$ cat src/design/la32_macros.svh
`ifndef LA32_MACROS_SVH
`define LA32_MACROS_SVH

`define LA32_XLEN   32
`define LA32_REG_AW 5
`define LA32_NREGS  32

// Instruction fields
`define LA32_F_RD   4:0
`define LA32_F_RJ   9:5
`define LA32_F_RK   14:10
`define LA32_F_UI5  14:10
`define LA32_F_SI12 21:10
`define LA32_F_SI20 24:5

// Leading opcode bits compared per format
`define LA32_LEN_3R    17
`define LA32_LEN_2RI12 10
`define LA32_LEN_1RI20 7

`define LA32_OP_ADD_W   32'h0010_0000
`define LA32_OP_SUB_W   32'h0011_0000
`define LA32_OP_SLT     32'h0012_0000
`define LA32_OP_SLTU    32'h0012_8000
`define LA32_OP_NOR     32'h0014_0000
`define LA32_OP_AND     32'h0014_8000
`define LA32_OP_OR      32'h0015_0000
`define LA32_OP_XOR     32'h0015_8000
`define LA32_OP_SLL_W   32'h0017_0000
`define LA32_OP_SRL_W   32'h0017_8000
`define LA32_OP_SRA_W   32'h0018_0000
// Immediate shifts use the 3R opcode length
`define LA32_OP_SLLI_W  32'h0040_8000
`define LA32_OP_SRLI_W  32'h0044_8000
`define LA32_OP_SRAI_W  32'h0048_8000
`define LA32_OP_SLTI    32'h0200_0000
`define LA32_OP_SLTUI   32'h0240_0000
`define LA32_OP_ADDI_W  32'h0280_0000
`define LA32_OP_ANDI    32'h0340_0000
`define LA32_OP_ORI     32'h0380_0000
`define LA32_OP_XORI    32'h03c0_0000
`define LA32_OP_LU12I_W 32'h1400_0000

`endif

$ cat src/design/la32_pkg.sv
`default_nettype none

`include "la32_macros.svh"

package la32_pkg;

  typedef logic [`LA32_XLEN-1:0] word_t;

  typedef logic [`LA32_REG_AW-1:0] reg_addr_t;

  typedef enum logic [3:0] {
    NOP,
    ADD,
    SUB,
    SLT,
    SLTU,
    NOR,
    AND,
    OR,
    XOR,
    SLL,
    SRL,
    SRA,
    LUI
  } alu_op_e;

  // Result of an older instruction, offered for forwarding
  typedef struct packed {
    logic      we;
    reg_addr_t addr;
    word_t     data;
  } byp_t;

endpackage

`default_nettype wire

$ cat src/design/la32_pipe_if.sv
`timescale 1ns/100ps
`default_nettype none

// Decode to operand fetch
interface dec_if;
  import la32_pkg::*;

  logic      valid;
  logic      illegal;
  alu_op_e   op;
  reg_addr_t rj_addr;
  reg_addr_t rk_addr;
  logic      rk_used;
  word_t     imm;
  reg_addr_t rd_addr;
  logic      rd_we;

  modport src (
    output valid, illegal, op, rj_addr, rk_addr, rk_used, imm, rd_addr, rd_we
  );

  modport dst (
    input valid, illegal, op, rj_addr, rk_addr, rk_used, imm, rd_addr, rd_we
  );
endinterface

// Operand fetch to execute
interface op_if;
  import la32_pkg::*;

  logic      valid;
  logic      illegal;
  alu_op_e   op;
  word_t     src_a;
  word_t     src_b;
  reg_addr_t rd_addr;
  logic      rd_we;

  modport src (
    output valid, illegal, op, src_a, src_b, rd_addr, rd_we
  );

  modport dst (
    input valid, illegal, op, src_a, src_b, rd_addr, rd_we
  );
endinterface

`default_nettype wire

$ cat src/design/la32_decoder.sv
`timescale 1ns/100ps
`default_nettype none

`include "la32_macros.svh"

module la32_decoder (
  input  logic            clk,
  input  logic            rst_i,
  input  logic            inst_valid_i,
  input  la32_pkg::word_t inst_i,
  dec_if.src              dec
);
  import la32_pkg::*;

  typedef enum logic [2:0] {
    SEL_RK,
    SEL_SI12,
    SEL_UI12,
    SEL_UI5,
    SEL_HI20
  } imm_sel_e;

  typedef struct packed {
    word_t      pattern;
    logic [5:0] len;
    alu_op_e    op;
    imm_sel_e   sel;
  } dec_row_t;

  localparam int NROWS = 21;

  localparam dec_row_t TABLE [NROWS] = '{
    '{`LA32_OP_ADD_W,   `LA32_LEN_3R,    ADD,  SEL_RK},
    '{`LA32_OP_SUB_W,   `LA32_LEN_3R,    SUB,  SEL_RK},
    '{`LA32_OP_SLT,     `LA32_LEN_3R,    SLT,  SEL_RK},
    '{`LA32_OP_SLTU,    `LA32_LEN_3R,    SLTU, SEL_RK},
    '{`LA32_OP_NOR,     `LA32_LEN_3R,    NOR,  SEL_RK},
    '{`LA32_OP_AND,     `LA32_LEN_3R,    AND,  SEL_RK},
    '{`LA32_OP_OR,      `LA32_LEN_3R,    OR,   SEL_RK},
    '{`LA32_OP_XOR,     `LA32_LEN_3R,    XOR,  SEL_RK},
    '{`LA32_OP_SLL_W,   `LA32_LEN_3R,    SLL,  SEL_RK},
    '{`LA32_OP_SRL_W,   `LA32_LEN_3R,    SRL,  SEL_RK},
    '{`LA32_OP_SRA_W,   `LA32_LEN_3R,    SRA,  SEL_RK},
    '{`LA32_OP_SLLI_W,  `LA32_LEN_3R,    SLL,  SEL_UI5},
    '{`LA32_OP_SRLI_W,  `LA32_LEN_3R,    SRL,  SEL_UI5},
    '{`LA32_OP_SRAI_W,  `LA32_LEN_3R,    SRA,  SEL_UI5},
    '{`LA32_OP_SLTI,    `LA32_LEN_2RI12, SLT,  SEL_SI12},
    '{`LA32_OP_SLTUI,   `LA32_LEN_2RI12, SLTU, SEL_SI12},
    '{`LA32_OP_ADDI_W,  `LA32_LEN_2RI12, ADD,  SEL_SI12},
    '{`LA32_OP_ANDI,    `LA32_LEN_2RI12, AND,  SEL_UI12},
    '{`LA32_OP_ORI,     `LA32_LEN_2RI12, OR,   SEL_UI12},
    '{`LA32_OP_XORI,    `LA32_LEN_2RI12, XOR,  SEL_UI12},
    '{`LA32_OP_LU12I_W, `LA32_LEN_1RI20, LUI,  SEL_HI20}
  };

  logic        row_hit;
  alu_op_e     row_op;
  imm_sel_e    row_sel;
  word_t       imm_d;
  logic [11:0] si12;
  logic [4:0]  ui5;
  logic [19:0] si20;

  // Compare only the leading n bits of the word
  function automatic logic hit(word_t w, word_t pattern, logic [5:0] n);
    return (w >> (`LA32_XLEN - n)) == (pattern >> (`LA32_XLEN - n));
  endfunction

  assign si12 = inst_i[`LA32_F_SI12];
  assign ui5  = inst_i[`LA32_F_UI5];
  assign si20 = inst_i[`LA32_F_SI20];

  always_comb
  begin
    row_hit = 1'b0;
    row_op  = NOP;
    row_sel = SEL_RK;
    for (int i = 0; i < NROWS; i++)
    begin
      if (hit(inst_i, TABLE[i].pattern, TABLE[i].len))
      begin
        row_hit = 1'b1;
        row_op  = TABLE[i].op;
        row_sel = TABLE[i].sel;
      end
    end
  end

  always_comb
  begin
    case (row_sel)
      SEL_SI12: imm_d = {{(`LA32_XLEN-12){si12[11]}}, si12};
      SEL_UI12: imm_d = {{(`LA32_XLEN-12){1'b0}}, si12};
      SEL_UI5:  imm_d = {{(`LA32_XLEN-5){1'b0}}, ui5};
      SEL_HI20: imm_d = {si20, 12'b0};
      default:  imm_d = '0;
    endcase
  end

  always_ff @(posedge clk)
  begin
    if (rst_i)
      dec.valid <= 1'b0;
    else
      dec.valid <= inst_valid_i;
  end

  always_ff @(posedge clk)
  begin
    if (inst_valid_i)
    begin
      dec.illegal <= !row_hit;
      dec.op      <= row_op;
      dec.rj_addr <= inst_i[`LA32_F_RJ];
      dec.rk_addr <= inst_i[`LA32_F_RK];
      dec.rk_used <= row_hit && (row_sel == SEL_RK);
      dec.imm     <= imm_d;
      dec.rd_addr <= inst_i[`LA32_F_RD];
      // r0 is never a destination
      dec.rd_we   <= row_hit && (inst_i[`LA32_F_RD] != '0);
    end
  end

endmodule

`default_nettype wire

$ cat src/design/la32_regfile.sv
`timescale 1ns/100ps
`default_nettype none

`include "la32_macros.svh"

module la32_regfile (
  input  logic                clk,
  input  logic                rst_i,
  input  la32_pkg::reg_addr_t raddr_a_i,
  input  la32_pkg::reg_addr_t raddr_b_i,
  output la32_pkg::word_t     rdata_a_o,
  output la32_pkg::word_t     rdata_b_o,
  input  la32_pkg::byp_t      wr_i
);
  import la32_pkg::*;

  word_t regs [`LA32_NREGS];

  always_ff @(posedge clk)
  begin
    if (rst_i)
    begin
      for (int i = 0; i < `LA32_NREGS; i++)
        regs[i] <= '0;
    end
    // Entry 0 stays zero
    else if (wr_i.we && (wr_i.addr != '0))
      regs[wr_i.addr] <= wr_i.data;
  end

  assign rdata_a_o = regs[raddr_a_i];
  assign rdata_b_o = regs[raddr_b_i];

endmodule

`default_nettype wire

$ cat src/design/la32_operand_stage.sv
`timescale 1ns/100ps
`default_nettype none

module la32_operand_stage (
  input  logic                clk,
  input  logic                rst_i,
  dec_if.dst                  dec,
  output la32_pkg::reg_addr_t raddr_a_o,
  output la32_pkg::reg_addr_t raddr_b_o,
  input  la32_pkg::word_t     rdata_a_i,
  input  la32_pkg::word_t     rdata_b_i,
  input  la32_pkg::byp_t      ex_byp_i,
  input  la32_pkg::byp_t      wb_byp_i,
  op_if.src                   opnd
);
  import la32_pkg::*;

  word_t fwd_a;
  word_t fwd_b;

  // Newest producer first, register file last
  function automatic word_t resolve(
    reg_addr_t addr,
    word_t     rf_data,
    byp_t      ex,
    byp_t      wb
  );
    if (ex.we && (ex.addr == addr))
      return ex.data;
    else if (wb.we && (wb.addr == addr))
      return wb.data;
    else
      return rf_data;
  endfunction

  assign raddr_a_o = dec.rj_addr;
  assign raddr_b_o = dec.rk_addr;

  assign fwd_a = resolve(dec.rj_addr, rdata_a_i, ex_byp_i, wb_byp_i);
  assign fwd_b = dec.rk_used ? resolve(dec.rk_addr, rdata_b_i, ex_byp_i, wb_byp_i)
                             : dec.imm;

  always_ff @(posedge clk)
  begin
    if (rst_i)
      opnd.valid <= 1'b0;
    else
      opnd.valid <= dec.valid;
  end

  always_ff @(posedge clk)
  begin
    if (dec.valid)
    begin
      opnd.illegal <= dec.illegal;
      opnd.op      <= dec.op;
      opnd.src_a   <= fwd_a;
      opnd.src_b   <= fwd_b;
      opnd.rd_addr <= dec.rd_addr;
      opnd.rd_we   <= dec.rd_we;
    end
  end

endmodule

`default_nettype wire

$ cat src/design/la32_alu_stage.sv
`timescale 1ns/100ps
`default_nettype none

`include "la32_macros.svh"

module la32_alu_stage (
  input  logic           clk,
  input  logic           rst_i,
  op_if.dst              opnd,
  output la32_pkg::byp_t ex_byp_o,
  output la32_pkg::byp_t wb_byp_o,
  output logic           wb_valid_o,
  output logic           illegal_o
);
  import la32_pkg::*;

  localparam int SHW = $clog2(`LA32_XLEN);

  logic           ex_we;
  logic [SHW-1:0] shamt;
  word_t          res;
  logic           wb_we_q;
  reg_addr_t      wb_addr_q;
  word_t          wb_data_q;
  logic           illegal_q;

  assign shamt = opnd.src_b[SHW-1:0];
  assign ex_we = opnd.valid && opnd.rd_we;

  always_comb
  begin
    case (opnd.op)
      ADD:     res = opnd.src_a + opnd.src_b;
      SUB:     res = opnd.src_a - opnd.src_b;
      SLT:     res = word_t'($signed(opnd.src_a) < $signed(opnd.src_b));
      SLTU:    res = word_t'(opnd.src_a < opnd.src_b);
      NOR:     res = ~(opnd.src_a | opnd.src_b);
      AND:     res = opnd.src_a & opnd.src_b;
      OR:      res = opnd.src_a | opnd.src_b;
      XOR:     res = opnd.src_a ^ opnd.src_b;
      SLL:     res = opnd.src_a << shamt;
      SRL:     res = opnd.src_a >> shamt;
      SRA:     res = $signed(opnd.src_a) >>> shamt;
      // Upper immediate already placed by decode
      LUI:     res = opnd.src_b;
      default: res = '0;
    endcase
  end

  assign ex_byp_o = '{we: ex_we, addr: opnd.rd_addr, data: res};

  always_ff @(posedge clk)
  begin
    if (rst_i)
    begin
      wb_we_q   <= 1'b0;
      illegal_q <= 1'b0;
    end
    else
    begin
      wb_we_q   <= ex_we;
      illegal_q <= opnd.valid && opnd.illegal;
    end
  end

  always_ff @(posedge clk)
  begin
    if (ex_we)
    begin
      wb_addr_q <= opnd.rd_addr;
      wb_data_q <= res;
    end
  end

  assign wb_byp_o   = '{we: wb_we_q, addr: wb_addr_q, data: wb_data_q};
  assign wb_valid_o = wb_we_q;
  assign illegal_o  = illegal_q;

endmodule

`default_nettype wire

$ cat src/design/la32_int_pipe.sv
`timescale 1ns/100ps
`default_nettype none

module la32_int_pipe (
  input  logic                clk,
  input  logic                rst_i,
  input  logic                inst_valid_i,
  input  la32_pkg::word_t     inst_i,
  output logic                wb_valid_o,
  output la32_pkg::reg_addr_t wb_addr_o,
  output la32_pkg::word_t     wb_data_o,
  output logic                illegal_o
);
  import la32_pkg::*;

  reg_addr_t raddr_a;
  reg_addr_t raddr_b;
  word_t     rdata_a;
  word_t     rdata_b;
  byp_t      ex_byp;
  byp_t      wb_byp;

  dec_if dec_bus ();
  op_if  op_bus ();

  la32_decoder u_decoder (
    .clk          (clk),
    .rst_i        (rst_i),
    .inst_valid_i (inst_valid_i),
    .inst_i       (inst_i),
    .dec          (dec_bus.src)
  );

  la32_operand_stage u_operand (
    .clk       (clk),
    .rst_i     (rst_i),
    .dec       (dec_bus.dst),
    .raddr_a_o (raddr_a),
    .raddr_b_o (raddr_b),
    .rdata_a_i (rdata_a),
    .rdata_b_i (rdata_b),
    .ex_byp_i  (ex_byp),
    .wb_byp_i  (wb_byp),
    .opnd      (op_bus.src)
  );

  la32_alu_stage u_alu (
    .clk        (clk),
    .rst_i      (rst_i),
    .opnd       (op_bus.dst),
    .ex_byp_o   (ex_byp),
    .wb_byp_o   (wb_byp),
    .wb_valid_o (wb_valid_o),
    .illegal_o  (illegal_o)
  );

  // Writeback slot feeds the write port
  la32_regfile u_regfile (
    .clk       (clk),
    .rst_i     (rst_i),
    .raddr_a_i (raddr_a),
    .raddr_b_i (raddr_b),
    .rdata_a_o (rdata_a),
    .rdata_b_o (rdata_b),
    .wr_i      (wb_byp)
  );

  assign wb_addr_o = wb_byp.addr;
  assign wb_data_o = wb_byp.data;

endmodule

`default_nettype wire

$ cat config.mk
export PLATFORM = sky130hd
export DESIGN_NAME = la32_int_pipe
export DESIGN_NICKNAME = d
export VERILOG_FILES = /design/src/design/la32_pkg.sv /design/src/design/la32_pipe_if.sv /design/src/design/la32_decoder.sv /design/src/design/la32_regfile.sv /design/src/design/la32_operand_stage.sv /design/src/design/la32_alu_stage.sv /design/src/design/la32_int_pipe.sv
export VERILOG_INCLUDE_DIRS = /design/src /design/src/design
export SDC_FILE = /design/constraint.sdc
export NUM_CORES = 2
export LEC_CHECK = 0
export BUFFER_PORTS_ARGS = -buffer_cell sky130_fd_sc_hd__buf_2
export CORE_UTILIZATION = 30
export CTS_CLUSTER_SIZE = 20
export DETAILED_ROUTE_END_ITERATION = 7
export HOLD_SLACK_MARGIN = 0.15
export PLACE_DENSITY_LB_ADDON = 0.05
export SLEW_MARGIN = 20
export SYNTH_ARGS = -nofsm -noshare
export SYNTH_HDL_FRONTEND = slang
export SYNTH_SLANG_ARGS = --single-unit
$ cat constraint.sdc
create_clock -name clk -period 5.8 [get_ports clk]
set_input_delay 0.87 -clock clk [delete_from_list [all_inputs] [get_ports clk]]
set_output_delay 0.87 -clock clk [all_outputs]
set_load 0.005 [all_outputs]
==> impl_results.md <==
* Outcome: completed
* Std cell rows at 178
* Antenna violations before repair at 32
* DR iter-0 viols at 4841
* Count of flip-flops with a built-in enable after synthesis at 1190
* Fin Setup TNS at 0 ns
* Hold depth at 1
* Tmin final at 4.88 ns
* Core ar. at 235000 sq um
* Slew Limit Headroom at 20.2%
* Clk root buf: clkbuf_16
* Critical path cell sequence: ha_1, fa_1, a211oi_1, o21bai_1, a211oi_1, o21ai_0, a31oi_1, o21ai_0, xnor2_1, a211oi_1, mux2i_1
* Slew Limit Fails at 0
* Worst skew pair latency at 0.84 ns
* DRT Pass-1 Iters at 6
* Slowest stage delay, CP at 0.74 ns
* Worst path bufs/invs at 0
* RR Startpoint: u_operand.opnd.src_a[0]
* WP depth at 11
* Post-Syn Area at 71100 sq um
* Area growth syn-to-layout at 13.8%
* Ys Warns at 0
* Top FF cell, synth: edfxtp_1
* Die Ht at 489 microns
* Total number of vias at 47434
* Nets at 5266
* Largest net degree at the start of global routing at 87
* GRT overflow at 0
* Min Hold Slack at 0.226 ns
* Power per cell area at 297 nW/um^2
* CP Class: reg2reg
* Clock slew at the register clock pins of the worst setup and hold paths at 0.06 ns
* CP dominant cell by count: a211oi_1
* Cell family with most CP delay: compound AO/OA/AOI/OAI gates
* Clk buf depth at 3
* Hold EP: u_decoder.dec.rd_addr[1]
* Min-delay src: inst_i[1]
* Max Cap Viol at 0
* Critical-path top delay cell: a31oi_1
* Die X at 489 microns
* WL/cell at 36.8 microns
* Syn Area/Cell at 13.8 sq um
* Worst Max-Slew Pin Slew at 1.18 ns
* Routability Congestion at 0.952
* Post-synth top cells: edfxtp_1 (1190), and2_1 (1010), mux4_2 (693)
* Filler cells at 22795
* Critical Path Start Type: register
* Hold_buf cts at 0
* Ports at 74
* R2r setup slk at 0.92 ns
* Vias per inst at 5.64
* FF+latch count, synth at 1204
* Critical Path Sink Type: register
* TritonCTS clock tree: built
* Initial Util at 30.2%
* Largest cells by area after synthesis: edfxtp_1 (50%), mux4_2 (22%), and2_1 (8.9%)
* Num CTS Buffers at 153
* Postcts setup bufs at 0
* Final period util at 84.1%
* Largest vdd supply drop at 255 uV
* Most common cell in the synthesized netlist: edfxtp_1
* Synth top area share at 50.2%
* # clock sinks at 1204
* DRT Wirelength at 310000 microns
* Crit path max fanout at 6
* Setup violators final at 0
* Setup skew after layout at 0.0440 ns
* Post-synth top area cell: edfxtp_1
* Post-detail-place hpwl at 199000 microns
* Seq/Total Area, Yosys at 50.6%
* IO Port Bufs at 73
* Vias in the first global route at 47798
* Share of layout cells above drive strength 1 at 25.8%
* Min-delay worst type: in2reg
* Fmax at 205 MHz
* R2R cell count at 11
* RSZ-0062 raised after global routing: no
* Detail Route Antenna Nets at 0
* Post-cts resize count at 0
* Final hold vios at 0
* H-tree levels at 4
* All-Layer GR Usage at 25.9%
* DR DRC count at 0
* Critical Path RT at 6.37 ns
* Synth Instances at 5143
* Fraction of registers with async set/reset at 0%
* Worst reg2reg endpoint: u_operand.opnd.src_a[28]
* Crit path DAT at 5.45 ns
* DIE AREA at 239000 sq um
* Leakage at 28.8 nW
* Library cells used by synthesis at 85
* First-pass GRT wire length at 423000 microns
==> metal layers <==
layer | GRT usage, % | part of all wire [%] | wire (microns) | vias up
met1 | 35.2 | 44 | 136000 | 25636
met2 | 42.4 | 48 | 149000 | 1575
li1 | - | - | - | 19859
met3 | 3.47 | 4.9 | 15100 | 362
met5 | 0 | 0.0042 | 13 | -
met4 | 8.27 | 3.3 | 10100 | 2
==> cell type report <==
type | instances | area (sq um) | area share [%]
inverters | 113 | 424 | 0.524
multi-input cells | 3356 | 33200 | 41.0
clock buffers | 195 | 4020 | 4.97
well taps | 3150 | 3940 | 4.87
repair buffers | 304 | 2490 | 3.07
diodes | 13 | 32.5 | 0.0402
clock inverters | 81 | 783 | 0.968
flip-flops and latches | 1204 | 36100 | 44.6
==> power by group <==
part           total [W]  switching (W)  internal, W
Combinational    0.00434        0.00260      0.00174
Sequential        0.0103       0.000382      0.00993
Clock            0.00938        0.00413      0.00526
Total             0.0240        0.00711       0.0169
==> registers in the layout, summed over array words and instances, names as in the netlist, 4 cells and up, named ones only <==
signal / cells
u_decoder.dec.op: 4
u_decoder.dec.imm: 32
u_operand.opnd.src_b: 32
u_decoder.dec.rj_addr: 5
u_decoder.dec.rd_addr: 5
u_operand.opnd.rd_addr: 5
u_operand.opnd.src_a: 32
u_decoder.dec.rk_addr: 5
u_operand.opnd.op: 4
u_regfile.regs: 1024
u_alu.wb_addr_q: 5
u_alu.wb_data_q: 32
==> kinds of logic after synthesis <==
family          count (synthesis)  synth area share (%)
flops                        1204                  50.6
fa+ha+maj                      99                  1.76
compound gates                687                  6.55
mux                           843                  24.3
other cells                     1               0.00527
xor+xnor                       23                 0.283
buf+inv                       614                  3.32
simple gates                 1672                  13.2
==> metrics by stage <==
stage	utilization, %	instances	area [sq um]	power [W]	worst slack, ns
6_report	34.4	8416	80900	0.0240	0.919
5_1_grt	34.4	8405	80900	0.0248	0.711
4_1_cts	34.4	8402	80900	0.0242	0.933
3_5_place_dp	32.3	8126	76100	0.0148	0.929
3_3_place_gp	32.3	8126	76100	0.0148	0.679
2_1_floorplan	-	5174	71200	0.0129	1.40
==> how the worst max path moves through the flow <==
stage | from | end | slack [ns]
after floorplan | u_operand.opnd.src_b[2] | u_operand.opnd.src_a[28] | 1.40
final | u_operand.opnd.src_a[0] | u_operand.opnd.src_a[28] | 0.92
after global routing | u_operand.opnd.src_a[0] | u_operand.opnd.src_a[28] | 0.71
after detailed placement | u_operand.opnd.src_a[0] | u_operand.opnd.src_a[28] | 0.93
after global placement | rst_i | u_regfile.regs[12][1] | 0.68
after CTS | u_operand.opnd.src_a[0] | u_operand.opnd.src_a[28] | 0.93
==> placed cells by master (no fill, tap or decap), types with 24 or more instances in the layout <==
cell type / count
edfxtp_1: 1190
and2_1: 1010
mux4_2: 693
nor2_1: 230
buf_4: 202
a21oi_1: 194
nand2_1: 171
clkbuf_16: 154
o21ai_0: 118
inv_1: 109
mux2i_1: 107
ha_1: 97
buf_2: 71
a211oi_1: 43
a21o_1: 42
clkbuf_1: 40
a221oi_1: 39
mux2_2: 37
clkinv_1: 33
o211ai_1: 33
nand3_1: 33
nor3_1: 32
conb_1: 32
buf_12: 30
nor2_4: 28
nor2b_1: 24
or2_2: 24
clkinv_2: 24
Note: power is estimated with default switching activity, not from simulation.
